### src/include/mmio_regs.svh
`ifndef MMIO_REGS_SVH
`define MMIO_REGS_SVH

// Register window size in 32-bit words
localparam int MMIO_WORDS = 16;

// Word indexes, byte offset is index * 4
localparam mmio_idx_t REG_CMD           = 4'd0;
localparam mmio_idx_t REG_CAM0_CMD      = 4'd1;
localparam mmio_idx_t REG_CAM1_CMD      = 4'd2;
localparam mmio_idx_t REG_FRAME_BYTES0  = 4'd3;
localparam mmio_idx_t REG_TRIBUF_ADDR0  = 4'd4;
localparam mmio_idx_t REG_FRAME_BYTES1  = 4'd5;
localparam mmio_idx_t REG_TRIBUF_ADDR1  = 4'd6;
localparam mmio_idx_t REG_FRAME_BYTES2  = 4'd7;
localparam mmio_idx_t REG_TRIBUF_ADDR2  = 4'd8;

// Read-only camera response view
localparam mmio_idx_t REG_CAM0_RESP     = 4'd9;
localparam mmio_idx_t REG_CAM0_RESP_CNT = 4'd10;
localparam mmio_idx_t REG_CAM1_RESP     = 4'd11;
localparam mmio_idx_t REG_CAM1_RESP_CNT = 4'd12;
localparam mmio_idx_t REG_CAM_STATUS    = 4'd13;
localparam mmio_idx_t REG_IRQ_EN        = 4'd14;
localparam mmio_idx_t REG_IRQ_STAT      = 4'd15;

`endif

### src/hw/mmio_pkg.sv
package mmio_pkg;

    // Bus data word and byte address
    typedef logic [31:0] mmio_word_t;
    typedef logic [31:0] mmio_addr_t;

    // Word index into the register window
    typedef logic [3:0] mmio_idx_t;

    // One strobe bit per byte lane
    typedef logic [3:0] mmio_strb_t;

    typedef logic [1:0] axi_resp_t;

    localparam axi_resp_t RESP_OKAY   = 2'b00;
    localparam axi_resp_t RESP_SLVERR = 2'b10;

    `include "mmio_regs.svh"

endpackage

### src/hw/cam_pkg.sv
package cam_pkg;

    // Command word sent to a camera controller
    typedef logic [31:0] cam_cmd_t;

    // Response word returned by a camera controller
    typedef logic [17:0] cam_resp_t;

    // Free credits per port
    typedef logic [3:0] cam_credit_t;

    // Number of commands waiting in a port queue
    typedef logic [2:0] cam_fill_t;

    // Packed per-port status, overflow / fill / credits
    typedef logic [7:0] cam_status_t;

    // Wraps at 2^16
    typedef logic [15:0] cam_cnt_t;

endpackage

### src/hw/mmio_bus_if.sv
`timescale 1ns/1ns

interface mmio_bus_if import mmio_pkg::*; ();

    // Write side, one-cycle strobe per committed write
    logic       wr_en;
    mmio_idx_t  wr_idx;
    mmio_word_t wr_data;
    mmio_strb_t wr_strb;

    // Read side, data follows rd_idx in the same cycle
    mmio_idx_t  rd_idx;
    mmio_word_t rd_data;

    modport ctrl (
        output wr_en,
        output wr_idx,
        output wr_data,
        output wr_strb,
        output rd_idx,
        input  rd_data
    );

    modport regs (
        input  wr_en,
        input  wr_idx,
        input  wr_data,
        input  wr_strb,
        input  rd_idx,
        output rd_data
    );

endinterface

### src/hw/mmio_ctrl.sv
`timescale 1ns/1ns

module mmio_ctrl import mmio_pkg::*; #(
    parameter mmio_addr_t MMIO_BASE = 32'h7000_0000
) (
    input  logic       fclk,
    input  logic       rst_n,

    input  mmio_addr_t araddr,
    input  logic       arvalid,
    output logic       arready,
    output mmio_word_t rdata,
    output axi_resp_t  rresp,
    output logic       rvalid,
    input  logic       rready,

    input  mmio_addr_t awaddr,
    input  logic       awvalid,
    output logic       awready,
    input  mmio_word_t wdata,
    input  mmio_strb_t wstrb,
    input  logic       wvalid,
    output logic       wready,
    output axi_resp_t  bresp,
    output logic       bvalid,
    input  logic       bready,

    mmio_bus_if.ctrl   bus
);

    typedef enum logic {
        R_IDLE,
        R_DATA
    } rd_state_t;

    typedef enum logic [1:0] {
        W_IDLE,
        W_DATA,
        W_RESP
    } wr_state_t;

    // Top address bit that selects a word inside the window
    localparam int WIN_MSB = $clog2(MMIO_WORDS) + 1;

    rd_state_t  r_state;
    wr_state_t  w_state;
    logic       ar_good;
    logic       aw_good;
    mmio_idx_t  wr_idx_q;
    logic       wr_good_q;

    // Inside the window and word aligned
    function automatic logic addr_ok(input mmio_addr_t addr);
        return (addr[31:WIN_MSB+1] == MMIO_BASE[31:WIN_MSB+1]) && (addr[1:0] == 2'b00);
    endfunction

    assign ar_good = addr_ok(araddr);
    assign aw_good = addr_ok(awaddr);

    // Read channel
    assign arready    = (r_state == R_IDLE);
    assign rvalid     = (r_state == R_DATA);
    assign bus.rd_idx = araddr[WIN_MSB:2];

    always_ff @(posedge fclk) begin
        if (!rst_n) begin
            r_state <= R_IDLE;
        end else begin
            case (r_state)
                R_IDLE: if (arvalid) r_state <= R_DATA;
                R_DATA: if (rready) r_state <= R_IDLE;
                default: r_state <= R_IDLE;
            endcase
        end
    end

    always_ff @(posedge fclk) begin
        if (arready && arvalid) begin
            rdata <= ar_good ? bus.rd_data : '0;
            rresp <= ar_good ? RESP_OKAY : RESP_SLVERR;
        end
    end

    // Write channel
    assign awready = (w_state == W_IDLE);
    assign wready  = (w_state == W_DATA);
    assign bvalid  = (w_state == W_RESP);

    // Bad addresses still complete the handshake but never reach the registers
    assign bus.wr_en   = wready && wvalid && wr_good_q;
    assign bus.wr_idx  = wr_idx_q;
    assign bus.wr_data = wdata;
    assign bus.wr_strb = wstrb;

    always_ff @(posedge fclk) begin
        if (!rst_n) begin
            w_state   <= W_IDLE;
            wr_good_q <= 1'b0;
        end else begin
            case (w_state)
                W_IDLE: begin
                    if (awvalid) begin
                        wr_good_q <= aw_good;
                        w_state   <= W_DATA;
                    end
                end
                W_DATA: if (wvalid) w_state <= W_RESP;
                W_RESP: if (bready) w_state <= W_IDLE;
                default: w_state <= W_IDLE;
            endcase
        end
    end

    always_ff @(posedge fclk) begin
        if (awready && awvalid) begin
            wr_idx_q <= awaddr[WIN_MSB:2];
            bresp    <= aw_good ? RESP_OKAY : RESP_SLVERR;
        end
    end

endmodule

### src/hw/mmio_regfile.sv
`timescale 1ns/1ns

module mmio_regfile import mmio_pkg::*, cam_pkg::*; (
    input  logic        fclk,
    input  logic        rst_n,

    input  cam_status_t status0,
    input  cam_status_t status1,
    input  cam_resp_t   resp0,
    input  cam_resp_t   resp1,
    input  cam_cnt_t    cnt0,
    input  cam_cnt_t    cnt1,
    input  logic        resp_event0,
    input  logic        resp_event1,

    output mmio_word_t  frame_bytes0,
    output mmio_word_t  frame_bytes1,
    output mmio_word_t  frame_bytes2,
    output mmio_word_t  tribuf_addr0,
    output mmio_word_t  tribuf_addr1,
    output mmio_word_t  tribuf_addr2,
    output mmio_word_t  mmio_cmd,
    output logic        mmio_cmd_valid,
    output logic        push0,
    output logic        push1,
    output cam_cmd_t    push_cmd,
    output logic        irq,

    mmio_bus_if.regs    bus
);

    // Frame config words sit at REG_FRAME_BYTES0 onwards
    localparam int CFG_WORDS = 6;

    mmio_word_t cfg [CFG_WORDS];
    logic [1:0] irq_en;
    logic [1:0] irq_stat;
    logic [1:0] stat_clr;

    function automatic mmio_word_t merge(input mmio_word_t old_w, input mmio_word_t new_w,
                                         input mmio_strb_t strb);
        mmio_word_t res;
        res = old_w;
        for (int b = 0; b < 4; b++) begin
            if (strb[b]) res[8*b +: 8] = new_w[8*b +: 8];
        end
        return res;
    endfunction

    assign stat_clr = (bus.wr_en && bus.wr_idx == REG_IRQ_STAT && bus.wr_strb[0]) ?
                      bus.wr_data[1:0] : 2'b00;

    always_ff @(posedge fclk) begin
        if (!rst_n) begin
            cfg            <= '{default: '0};
            irq_en         <= '0;
            irq_stat       <= '0;
            mmio_cmd_valid <= 1'b0;
            push0          <= 1'b0;
            push1          <= 1'b0;
        end else begin
            mmio_cmd_valid <= bus.wr_en && (bus.wr_idx == REG_CMD);
            push0          <= bus.wr_en && (bus.wr_idx == REG_CAM0_CMD);
            push1          <= bus.wr_en && (bus.wr_idx == REG_CAM1_CMD);
            if (bus.wr_en) begin
                for (int i = 0; i < CFG_WORDS; i++) begin
                    if (bus.wr_idx == mmio_idx_t'(REG_FRAME_BYTES0 + i))
                        cfg[i] <= merge(cfg[i], bus.wr_data, bus.wr_strb);
                end
                if (bus.wr_idx == REG_IRQ_EN && bus.wr_strb[0]) irq_en <= bus.wr_data[1:0];
            end
            // A new event wins over a clear in the same cycle
            irq_stat <= (irq_stat & ~stat_clr) | {resp_event1, resp_event0};
        end
    end

    always_ff @(posedge fclk) begin
        if (bus.wr_en && bus.wr_idx == REG_CMD) mmio_cmd <= bus.wr_data;
        if (bus.wr_en && (bus.wr_idx == REG_CAM0_CMD || bus.wr_idx == REG_CAM1_CMD))
            push_cmd <= bus.wr_data;
    end

    assign frame_bytes0 = cfg[0];
    assign tribuf_addr0 = cfg[1];
    assign frame_bytes1 = cfg[2];
    assign tribuf_addr1 = cfg[3];
    assign frame_bytes2 = cfg[4];
    assign tribuf_addr2 = cfg[5];

    assign irq = |(irq_stat & irq_en);

    // Readback, command words read as 0
    always_comb begin
        case (bus.rd_idx)
            REG_FRAME_BYTES0:  bus.rd_data = cfg[0];
            REG_TRIBUF_ADDR0:  bus.rd_data = cfg[1];
            REG_FRAME_BYTES1:  bus.rd_data = cfg[2];
            REG_TRIBUF_ADDR1:  bus.rd_data = cfg[3];
            REG_FRAME_BYTES2:  bus.rd_data = cfg[4];
            REG_TRIBUF_ADDR2:  bus.rd_data = cfg[5];
            REG_CAM0_RESP:     bus.rd_data = {14'd0, resp0};
            REG_CAM0_RESP_CNT: bus.rd_data = {16'd0, cnt0};
            REG_CAM1_RESP:     bus.rd_data = {14'd0, resp1};
            REG_CAM1_RESP_CNT: bus.rd_data = {16'd0, cnt1};
            REG_CAM_STATUS:    bus.rd_data = {16'd0, status1, status0};
            REG_IRQ_EN:        bus.rd_data = {30'd0, irq_en};
            REG_IRQ_STAT:      bus.rd_data = {30'd0, irq_stat};
            default:           bus.rd_data = '0;
        endcase
    end

endmodule

### src/hw/cam_cmd_port.sv
`timescale 1ns/1ns

module cam_cmd_port import cam_pkg::*; #(
    parameter int CAM_CREDITS = 2,
    parameter int CMD_DEPTH   = 4
) (
    input  logic        fclk,
    input  logic        rst_n,

    input  logic        push,
    input  cam_cmd_t    push_cmd,
    input  cam_resp_t   cam_resp,
    input  logic        cam_resp_valid,

    output cam_cmd_t    cam_cmd,
    output logic        cam_cmd_valid,
    output cam_status_t status,
    output cam_resp_t   last_resp,
    output cam_cnt_t    resp_cnt,
    output logic        resp_event
);

    localparam int PTR_W = (CMD_DEPTH > 1) ? $clog2(CMD_DEPTH) : 1;

    cam_cmd_t    queue [CMD_DEPTH];
    logic [PTR_W-1:0] wr_ptr;
    logic [PTR_W-1:0] rd_ptr;
    cam_fill_t   fill;
    cam_credit_t credits;
    logic        overflow;
    logic        full;
    logic        accept;
    logic        send;

    function automatic logic [PTR_W-1:0] ptr_inc(input logic [PTR_W-1:0] p);
        return (p == PTR_W'(CMD_DEPTH - 1)) ? '0 : p + 1'b1;
    endfunction

    assign full   = (fill == cam_fill_t'(CMD_DEPTH));
    assign accept = push && !full;

    // Head goes out whenever a credit is free
    assign send          = (fill != '0) && (credits != '0);
    assign cam_cmd_valid = send;
    assign cam_cmd       = queue[rd_ptr];

    always_ff @(posedge fclk) begin
        if (accept) queue[wr_ptr] <= push_cmd;
    end

    always_ff @(posedge fclk) begin
        if (!rst_n) begin
            wr_ptr   <= '0;
            rd_ptr   <= '0;
            fill     <= '0;
            credits  <= cam_credit_t'(CAM_CREDITS);
            overflow <= 1'b0;
        end else begin
            if (accept) wr_ptr <= ptr_inc(wr_ptr);
            if (send) rd_ptr <= ptr_inc(rd_ptr);
            fill    <= fill + cam_fill_t'(accept) - cam_fill_t'(send);
            // Each response hands one credit back
            credits <= credits + cam_credit_t'(cam_resp_valid) - cam_credit_t'(send);
            if (push && full) overflow <= 1'b1;
        end
    end

    always_ff @(posedge fclk) begin
        if (!rst_n) begin
            last_resp <= '0;
            resp_cnt  <= '0;
        end else if (cam_resp_valid) begin
            last_resp <= cam_resp;
            resp_cnt  <= resp_cnt + 1'b1;
        end
    end

    // Lands in the IRQ status register together with last_resp
    assign resp_event = cam_resp_valid;

    assign status = {overflow, fill, credits};

endmodule

### src/hw/mmio_top.sv
`timescale 1ns/1ns

module mmio_top import mmio_pkg::*, cam_pkg::*; #(
    parameter mmio_addr_t MMIO_BASE   = 32'h7000_0000,
    parameter int         CAM_CREDITS = 2,
    parameter int         CMD_DEPTH   = 4
) (
    input  logic       fclk,
    input  logic       rst_n,

    input  mmio_addr_t araddr,
    input  logic       arvalid,
    output logic       arready,
    output mmio_word_t rdata,
    output axi_resp_t  rresp,
    output logic       rvalid,
    input  logic       rready,
    input  mmio_addr_t awaddr,
    input  logic       awvalid,
    output logic       awready,
    input  mmio_word_t wdata,
    input  mmio_strb_t wstrb,
    input  logic       wvalid,
    output logic       wready,
    output axi_resp_t  bresp,
    output logic       bvalid,
    input  logic       bready,

    output mmio_word_t frame_bytes0,
    output mmio_word_t frame_bytes1,
    output mmio_word_t frame_bytes2,
    output mmio_word_t tribuf_addr0,
    output mmio_word_t tribuf_addr1,
    output mmio_word_t tribuf_addr2,
    output mmio_word_t mmio_cmd,
    output logic       mmio_cmd_valid,

    output cam_cmd_t   cam0_cmd,
    output logic       cam0_cmd_valid,
    input  cam_resp_t  cam0_resp,
    input  logic       cam0_resp_valid,
    output cam_cmd_t   cam1_cmd,
    output logic       cam1_cmd_valid,
    input  cam_resp_t  cam1_resp,
    input  logic       cam1_resp_valid,

    output logic       irq
);

    mmio_bus_if bus ();

    cam_status_t status0, status1;
    cam_resp_t   resp0, resp1;
    cam_cnt_t    cnt0, cnt1;
    logic        resp_event0, resp_event1;
    logic        push0, push1;
    cam_cmd_t    push_cmd;

    mmio_ctrl #(.MMIO_BASE(MMIO_BASE)) u_ctrl (
        .fclk, .rst_n,
        .araddr, .arvalid, .arready, .rdata, .rresp, .rvalid, .rready,
        .awaddr, .awvalid, .awready, .wdata, .wstrb, .wvalid, .wready,
        .bresp, .bvalid, .bready,
        .bus(bus.ctrl)
    );

    mmio_regfile u_regs (
        .fclk, .rst_n,
        .status0, .status1, .resp0, .resp1, .cnt0, .cnt1,
        .resp_event0, .resp_event1,
        .frame_bytes0, .frame_bytes1, .frame_bytes2,
        .tribuf_addr0, .tribuf_addr1, .tribuf_addr2,
        .mmio_cmd, .mmio_cmd_valid, .push0, .push1, .push_cmd, .irq,
        .bus(bus.regs)
    );

    cam_cmd_port #(.CAM_CREDITS(CAM_CREDITS), .CMD_DEPTH(CMD_DEPTH)) u_cam0 (
        .fclk, .rst_n,
        .push(push0), .push_cmd,
        .cam_resp(cam0_resp), .cam_resp_valid(cam0_resp_valid),
        .cam_cmd(cam0_cmd), .cam_cmd_valid(cam0_cmd_valid),
        .status(status0), .last_resp(resp0), .resp_cnt(cnt0), .resp_event(resp_event0)
    );

    cam_cmd_port #(.CAM_CREDITS(CAM_CREDITS), .CMD_DEPTH(CMD_DEPTH)) u_cam1 (
        .fclk, .rst_n,
        .push(push1), .push_cmd,
        .cam_resp(cam1_resp), .cam_resp_valid(cam1_resp_valid),
        .cam_cmd(cam1_cmd), .cam_cmd_valid(cam1_cmd_valid),
        .status(status1), .last_resp(resp1), .resp_cnt(cnt1), .resp_event(resp_event1)
    );

endmodule

### config.mk
export PLATFORM = sky130hd
export DESIGN_NAME = mmio_top
export DESIGN_NICKNAME = d
export VERILOG_FILES = /design/src/hw/mmio_pkg.sv /design/src/hw/cam_pkg.sv /design/src/hw/mmio_bus_if.sv /design/src/hw/mmio_ctrl.sv /design/src/hw/mmio_regfile.sv /design/src/hw/cam_cmd_port.sv /design/src/hw/mmio_top.sv
export VERILOG_INCLUDE_DIRS = /design/src /design/src/include
export SDC_FILE = /design/constraint.sdc
export NUM_CORES = 1
export LEC_CHECK = 0
export CORE_MARGIN = 2
export CORE_UTILIZATION = 50
export DETAILED_ROUTE_END_ITERATION = 10
export DONT_BUFFER_PORTS = 1
export RECOVER_POWER = 25
export SYNTH_ARGS = -nofsm -noshare
export SYNTH_HDL_FRONTEND = slang
export SYNTH_HIERARCHICAL = 1
export SYNTH_SLANG_ARGS = --single-unit
### constraint.sdc
create_clock -name fclk -period 5.77 [get_ports fclk]
set_input_delay 1.4425 -clock fclk [delete_from_list [all_inputs] [get_ports fclk]]
set_output_delay 1.4425 -clock fclk [all_outputs]
set_load 0.01 [all_outputs]
==> results summary, run 1 <==
The flow ran to the end, and the final reports show no timing, DRC or antenna violations. The core area is 53,700 um^2. The I/O pin count is 478. The number of cells on the worst reg-to-reg path is 6. The global routing usage summed across all routing layers came out at 29.0%. The number of buffers between clock root and the deepest sink came out at 3. Summed over all layers, the routed wires come to 82,000 um. The shortest period the worst path allows came out at 4030 ps. For this run the aggregate overflow at the end of global routing stands at 0. In this run the critical register-to-register path is captured at u_regs/frame_bytes0[27].

The post-synthesis sequential element count is 657. The number of hold violations in the final report came out at 0. The first-pass GRT wire length came out at 118,000 um.

The height of the die came out at 237 um. The die is 237 um wide. In this run switching power makes up 25.3% of total power.

The post-cts gate resize count came out at 0. The startpoint of the lowest-slack register-to-register path is u_ctrl/w_state[0]. VDD sags by at most 0.000213 V. After synthesis the cells add up to 27,100 um^2. The compound-gate portion of the synthesized area came out at 13.7%. The slew at the pin closest to its max-slew limit came out at 1150 ps. The initial cell density of the core came out at 50.4%.

For hold timing, the worst endpoint is u_cam1/resp_cnt[15]. The routed layout has 17,497 vias. The final estimated routing congestion in global placement is 0.857. The tree is rooted in a clkbuf_16. TritonCTS built the clock tree. After synthesis, the cell types taking the most area are edfxtp_1 (40%), dfxtp_1 (22%), mux4_2 (5.3%). In this run the most critical hold path is launched from u_cam1/resp_cnt[15]. The number of warnings printed during yosys synthesis is 6.

The biggest cell delay along the critical path is 990 ps. The residual DRC count is 0. The count of max-cap constraint violations is 0. The distinct cell type count of the synthesized netlist came out at 62. By area, the combinational part of the netlist is dominated by compound AO/OA/AOI/OAI gates. The adder-cell area share of the yosys netlist came out at 1.31%.

In this run the remaining antenna-violating nets after routing total 0. Timing would allow up to 248 MHz. The critical setup path kind is flip-flop to output pin. The arrival time of data at the critical path endpoint came out at 2590 ps. The worst setup path is launched from a flip-flop. The final clock skew came out at 16.5 ps.

Summed over all instances, the cell type with the most area after synthesis is edfxtp_1. The number of enable-type register cells in the synthesized netlist is 358. For this design the ratio of total power to cell area is 371 nW/um^2.

The number of violations reported at the end of detailed-routing iteration 0 came out at 1,722. The net switching power came out at 2.78 mW. The register-to-register path setup slack came out at 2840 ps.

The total design power is 11.0 mW. The xor/xnor cell area share of the yosys netlist came out at 1.10%. The worst hold path class is flip-flop to flip-flop. Excluding fillers, the count of instances in the completed layout stands at 2,808. The library cell used most frequently in the layout, excluding fill and tap cells, is edfxtp_1. Dividing the detail-routed via count by the number of cells gives 6.23. The tightest hold margin came out at 491 ps. Of the total power, combinational logic draws 12.4%. The number of search-and-repair iterations in the first detailed-routing pass came out at 6. Internal power comes to 8.18 mW. The via count of the first global-routing pass came out at 17,363. At the later pin of the worst-skew pair, clock insertion delay measures 610 ps. The register area share after synthesis is 61.8%. Setup violations remaining at the end of the flow were counted as 0. The share of power burned in registers came out at 47.5%. In the layout the commonest cells are edfxtp_1 (358), dfxtp_1 (297), nand2_1 (235).

The worst hold path depth came out at 2. The post-synthesis async set-or-reset flop share is 0%. The post-synthesis mux area share came out at 7.21%. The count of mapped cells out of synthesis came out at 2,125. The largest net degree at the start of global routing is 300. The total negative setup slack came out at 0 ps. STA classifies the critical path endpoint as an output pin. The floorplan step defined a die boundary enclosing 56,000 um^2. Among all flip-flop cells after synthesis, the most frequent one is edfxtp_1. After legalization and detailed placement, the total HPWL measured 53,900 um. The part of the cycle the worst path needs is 69.9%. A synthesized cell averages 12.7 um^2. The area share of and/or/nand/nor cells after synthesis came out at 10.9%. In this run the post-CTS setup repair buffer count came out at 0. The number of nets in the layout is 2,226. The clock transition at the registers of the reported paths is 60 ps.

The average routed wire per standard cell is 29.2 um. The post-synthesis to final-layout area growth came out at 9.10%. The ratio of cells with drive above 1 in the final layout came out at 12.9%. Setup repair after global routing left no endpoint under its margin. The number of port buffers came out at 0.

STA puts the critical path data required time at 4330 ps. The count of hold-fix buffers inserted at cts is 0. In this run the worst path has a maximum fanout of 23.

The placement row count is 85. Counting every sink on the clock net gives 657. The share of total power dissipated in the clock network is 40.1%. The total clock buffers created by CTS came out at 71. The number of max-slew violations in the final report is 0. After synthesis, the largest area contributor takes up 39.7% of total cell area. Walking the worst path, the cells encountered are buf_4 -> mux4_2.

The analysis attributes to cell leakage a power of 9.73 nW. The H-tree depth is 3. The number of instances in the placed design came out at 2,678.

The max-slew headroom at the worst pin is 23.4%. The number of antenna violations at the first check in global routing is 11. The master of the slowest instance on the critical path is dfxtp_2.
==> layout make-up <==
type,count,area [um^2]
well taps,696,871
clock buffers,92,1950
flip-flops and latches,657,16700
clock inverters,35,313
fillers,4400,24200
inverters,20,75.1
repair buffers,34,255
diodes,3,7.51
multi-input cells,1271,9340
==> cells in the mapped netlist (all sizes together) (2+ instances only) <==
cell type  instances
clkbuf            74
and2              75
a21boi           200
dfxtp            299
nand4             14
ha                22
nand3             37
a222oi            18
a31oi              3
o21a               2
nand2            236
and4b              2
a21o               2
buf              104
xor2              22
xnor2             12
mux2i             51
mux4              64
nand3b             3
nor2              46
nor4b              3
a22oi             62
o21ai            199
and3              11
nor4              19
nor3              15
a221oi            23
edfxtp           358
fa                 4
a21oi             10
or3                5
inv               20
a22o              23
nand2b            12
nor2b             64
nor4bb             4
==> metal layers <==
layer / routed length, um / global-route usage (%)
met1: 31800 / 36.1
met2: 36900 / 44.6
met3: 9900 / 11.5
met4: 3280 / 13.1
met5: 66 / 0
==> critical path: cells and delay by family, from the launching register on <==
family   cells  cell delay (ps)
mux          1              590
flops        1              990
buf+inv      1              390
==> power groups by stage <==
stage | Combinational, mW | Sequential, mW | Clock [mW]
4_1_cts | 1.38 | 5.22 | 4.48
3_5_place_dp | 1.38 | 5.32 | 0
3_3_place_gp | 1.35 | 5.31 | 0
2_1_floorplan | 1.22 | 5.17 | 0
5_1_grt | 1.47 | 5.23 | 4.67
6_report | 1.36 | 5.21 | 4.40
==> cells by family (layout without fill, tap and decap cells) <==
kind of cell | count (synthesis) | count (layout)
buffers and inverters | 198 | 181
other | 1 | 5
flip-flops | 657 | 657
multiplexers | 115 | 115
adder cells (fa/ha/maj) | 26 | 26
AND/OR/NAND/NOR | 551 | 551
AO/OA/AOI/OAI | 543 | 543
XOR/XNOR | 34 | 34
==> metrics by stage <==
stage / instance area (um^2) / worst slack [ps] / utilization, %
final: 29500 / 1740 / 55.0
after global routing: 29500 / 1540 / 55.0
after CTS: 29500 / 1620 / 55.0
after detailed placement: 27300 / 2190 / 50.8
after global placement: 27300 / 2250 / 50.8
after floorplan: 27100 / 1320 / -
==> worst max-delay path by stage <==
stage | from | end | cells after the start
floorplan | wvalid | u_regs/mmio_cmd[0] | 4
global placement | araddr[4] | u_ctrl/rdata[1] | 5
detailed placement | wvalid | u_regs/tribuf_addr2[30] | 5
CTS | flip-flop | cam1_cmd[25] | 2
global route | flip-flop | cam1_cmd[26] | 2
finish | flip-flop | cam1_cmd[26] | 2
==> flip-flops by register name, indices dropped and copies added, names as in the netlist, 18 cells and up, named ones only <==
name and flops:
u_regs/mmio_cmd 32, u_regs/tribuf_addr1 32, u_ctrl/rdata 32, u_regs/frame_bytes1 32, u_regs/tribuf_addr0 32, u_regs/frame_bytes0 32, u_cam1/last_resp 18, u_regs/frame_bytes2 32
u_cam0/last_resp 18, u_cam1/queue 128, u_regs/tribuf_addr2 32, u_cam0/queue 128, u_regs/push_cmd 32
No activity file was read; power rests on OpenSTA's default activity.
==> run 2, diff against run 1 <==
Settings changed: ABC_AREA set to 1, PLACE_DENSITY set to 0.68.
Clock period 5.77 ns to 3.3 ns, I/O delays scaled along.
==> run 2 against run 1 <==
Compared with the run above: combinational power increased by 100%; synthesized area rose by 1.4%; clock skew is 1.2 ps higher; die area is 1.4% higher; largest cell class unchanged.
==> results summary, run 2 <==
The run finished with clean final reports. Of the cells placed in the final design, the portion with a size suffix greater than 1 is 8.47%. Clock skew on the completed layout was measured at 17.7 ps. The global routing usage summed across all routing layers came out at 30.4%. The most common cell in the synthesized netlist is nor2_1.

The number of hold violations in the final report came out at 0. For this design the static power due to leakage is 10.6 nW. The largest fanout of any net on the critical path is 48. The via count of the first global-routing pass is 19,604.

The residual DRC count came out at 0. The number of antenna violations at the first check in global routing is 11. The commonest cells after synthesis are nor2_1 (431), o21ai_0 (360), edfxtp_1 (358). The library cells used most frequently in the layout, excluding fill and tap cells, are nor2_1 (421), o21ai_0 (360), edfxtp_1 (358). The number of nets in the layout came out at 2,973.

The final setup violation count came out at 0. The I/O pin count came out at 478. The core area is 54,000 um^2. The height of the die is 238 um.

The worst hold path class is input port to flip-flop. In this run, the combinational gates consume 14.0% of the power. The count of max-cap constraint violations is 0. The number of search-and-repair iterations in the first detailed-routing pass came out at 6. In the final routed layout, each cell accounts on average for 25.1 um. For this run, the top clock speed supported by timing is 319 MHz. The distinct cell type count of the synthesized netlist came out at 41. The number of violations reported at the end of detailed-routing iteration 0 came out at 2,312.

The most frequent standard cell in the layout excluding fill and tap cells is nor2_1. The detailed router placed 21,068 vias in this run. The net switching power came out at 5.43 mW. Grouping stages by cell kind, the critical path spends the most delay in buffers and inverters. In the final timing run, aggregate negative setup slack is 0 ps. The total clock sinks is 657. The clock transition at the registers of the reported paths came out at 60 ps. The total clock buffers created by CTS is 70. The master of the slowest instance on the critical path is dfxtp_2. The share of synthesized area in the top cell type comes to 39.2%. The slew at the pin closest to its max-slew limit is 1190 ps. The H-tree was split into 3 levels.

Traced cell by cell, the critical path runs through inv_2 -> buf_12 -> o21ai_0 -> o22ai_1. The worst path in the final design needs a cycle of 3140 ps, including I/O delays and setup. In this run the horizontal extent of the chip is 238 um.

The remaining global-route overflow came out at 0. Clock tree synthesis selected as its root buffer the cell clkbuf_16. The post-synthesis sequential element count is 657. The total wire length after detailed routing is 89,400 um. The placement row count is 85. The congestion estimate from routability-driven global placement came to 0.956.

STA puts the critical path data required time at 2470 ps. The cell area after synthesis is 27,500 um^2. The arrival time of data at the critical path endpoint is 2310 ps. Summed over all instances, the cell type with the most area after synthesis is edfxtp_1. The post-detailed-placement half-perimeter wirelength came out at 62,800 um. The number of warnings printed during yosys synthesis came out at 6. In the synthesized netlist the async set-or-reset flop fraction comes to 0%. Net switching is 27.6% of the power. The worst setup margin is 163 ps. The number of buffers between clock root and the deepest sink came out at 3. The floorplan die area is 56,800 um^2. The post-synthesis to final-layout area growth is 9.31%. The largest registers in the layout are u_cam0/queue x128, u_cam1/queue x128. The largest net degree at the start of global routing came out at 226. The first-pass GRT wire length came out at 127,000 um. Setup repair after global routing left no endpoint under its margin. The critical path capture point type is an output pin.

The sequential cell area is 16,700 um^2. The worst setup path is launched from a flip-flop. The detail route stage leaves a number of antenna-violating nets equal to 0. In the final layout, the multi-input gates occupy 8740 um^2. The clock latency on the worst-skew pair came out at 610 ps. The area after detailed placement came out at 27,700 um^2.

The part of the cycle the worst path needs came out at 95.0%. The share of power burned in registers is 45.9%. The portion of total power attributed to the clock network is 40.2%.

The number of enable-type register cells in the synthesized netlist is 358. The biggest cell delay along the critical path is 490 ps. The setup path with the least slack is of type flip-flop to output pin. The internal power of the cells is 14.2 mW.

The register area share after synthesis is 61.0%. Measured against its own limit, the worst slew margin works out to 20.7%. The design area came out at 30,000 um^2. The worst slack after detailed placement came out at 313 ps. The number of max-slew violations in the final report is 0. The number of buffers and inverters on the critical path is 2. Once layout is complete, the utilization of the core stands at 55.6%.

The number of port buffers came out at 0. The post-detailed-route via-to-cell ratio is 5.92. TritonCTS built the clock tree. The peak supply drop is 0.000399 V. The cell area power density is 655 nW/um^2.

Once the floorplan was initialized, standard cells occupied 50.8% of the core. The final-layout fill cell count came out at 4,673. After technology mapping, the gate count stands at 2,874.

By area the synthesized netlist is led by edfxtp_1 (39%), dfxtp_1 (22%), o21ai_0 (6.6%). The average instance in the mapped netlist occupies 9.55 um^2. The prevailing post-synth register cell is edfxtp_1.
==> run 2: cell types whose count changed in the layout (fill, tap and decap cells not counted), moves of 51 or more <==
cell | before | now
a21oi_1 | 7 | 207
mux4_2 | 64 | 0
o22ai_1 | 1 | 77
a21boi_0 | 176 | 0
nand3_1 | 35 | 186
nand2_1 | 235 | 344
nor2b_1 | 63 | 0
and2_1 | 55 | 1
inv_1 | 20 | 244
mux2i_1 | 51 | 0
o21ai_0 | 199 | 360
nor2_1 | 37 | 421
a22oi_1 | 62 | 0
==> run 2: worst reg2reg max path, stage by stage (launching register included) <==
cell and delay [ps]:
dfxtp_1 340, inv_1 60, nor2_1 130, nand2_1 80, nor2_1 580, nand2_1 120
inv_1 90, buf_4 240, nand3_1 490, o21ai_0 420, a21oi_1 70
==> run 2: per-layer routing <==
layer	vias up	part of all wire [%]	track usage, %
met5	-	0	0
met4	0	4.8	15.3
met3	203	12	9.95
met2	1192	46	48.1
met1	10106	37	37.5
li1	9567	-	-
==> run 2: area by class of cell <==
| type | count | area share (%) |
|---|---|---|
| Timing Repair Buffer | 38 | 1.16 |
| Multi-Input combinational cell | 1778 | 29.1 |
| Clock buffer | 101 | 6.90 |
| Clock inverter | 27 | 0.888 |
| Sequential cell | 657 | 55.8 |
| Inverter | 257 | 3.21 |
| Tap cell | 696 | 2.90 |
| Antenna cell | 3 | 0.0250 |
==> run 2: final timing paths <==
check,start,to,slack [ps],depth (start not counted)
worst max-delay path,flip-flop,cam0_cmd[10],160,4
worst min register to register,u_cam0/overflow,u_cam0/overflow,460,2
worst max register to register,u_ctrl/w_state[0],u_regs/tribuf_addr2[31],550,10
worst min-delay path,awaddr[3],u_ctrl/bus.wr_idx[1],310,0
==> run 2: cells by family (layout without fill, tap and decap cells) <==
family / count (synthesis) / after routing / synth area share, %
simple gates: 1056 / 1056 / 17.2
compound gates: 684 / 684 / 12.9
flops: 657 / 657 / 61.0
buf+inv: 440 / 423 / 7.32
fa+ha+maj: 26 / 26 / 1.29
xor+xnor: 10 / 10 / 0.319
other cells: 1 / 5 / 0.0137
==> run 2: metrics by stage <==
step	hold slack [ps]	total power, mW	instances
after global placement	443	11.8	3426
after floorplan	430	11.2	2875
final	306	19.6	3557
after global routing	276	20.4	3557
after detailed placement	448	11.9	3426
after CTS	272	19.7	3554
==> run 2: power groups by stage <==
stage | Clock (mW) | Combinational (mW) | Sequential (mW)
global route | 8.32 | 3.05 | 9.03
finish | 7.89 | 2.75 | 9.01
floorplan | 0 | 2.16 | 9.03
detailed placement | 0 | 2.75 | 9.18
CTS | 7.98 | 2.76 | 9.01
global placement | 0 | 2.64 | 9.17
==> run 2: repair_timing <==
action                     4_1_cts  5_1_grt
buffers inserted                 0        0
hold buffers                     0        0
setup endpoints to repair        2        0
resized for setup                1        0
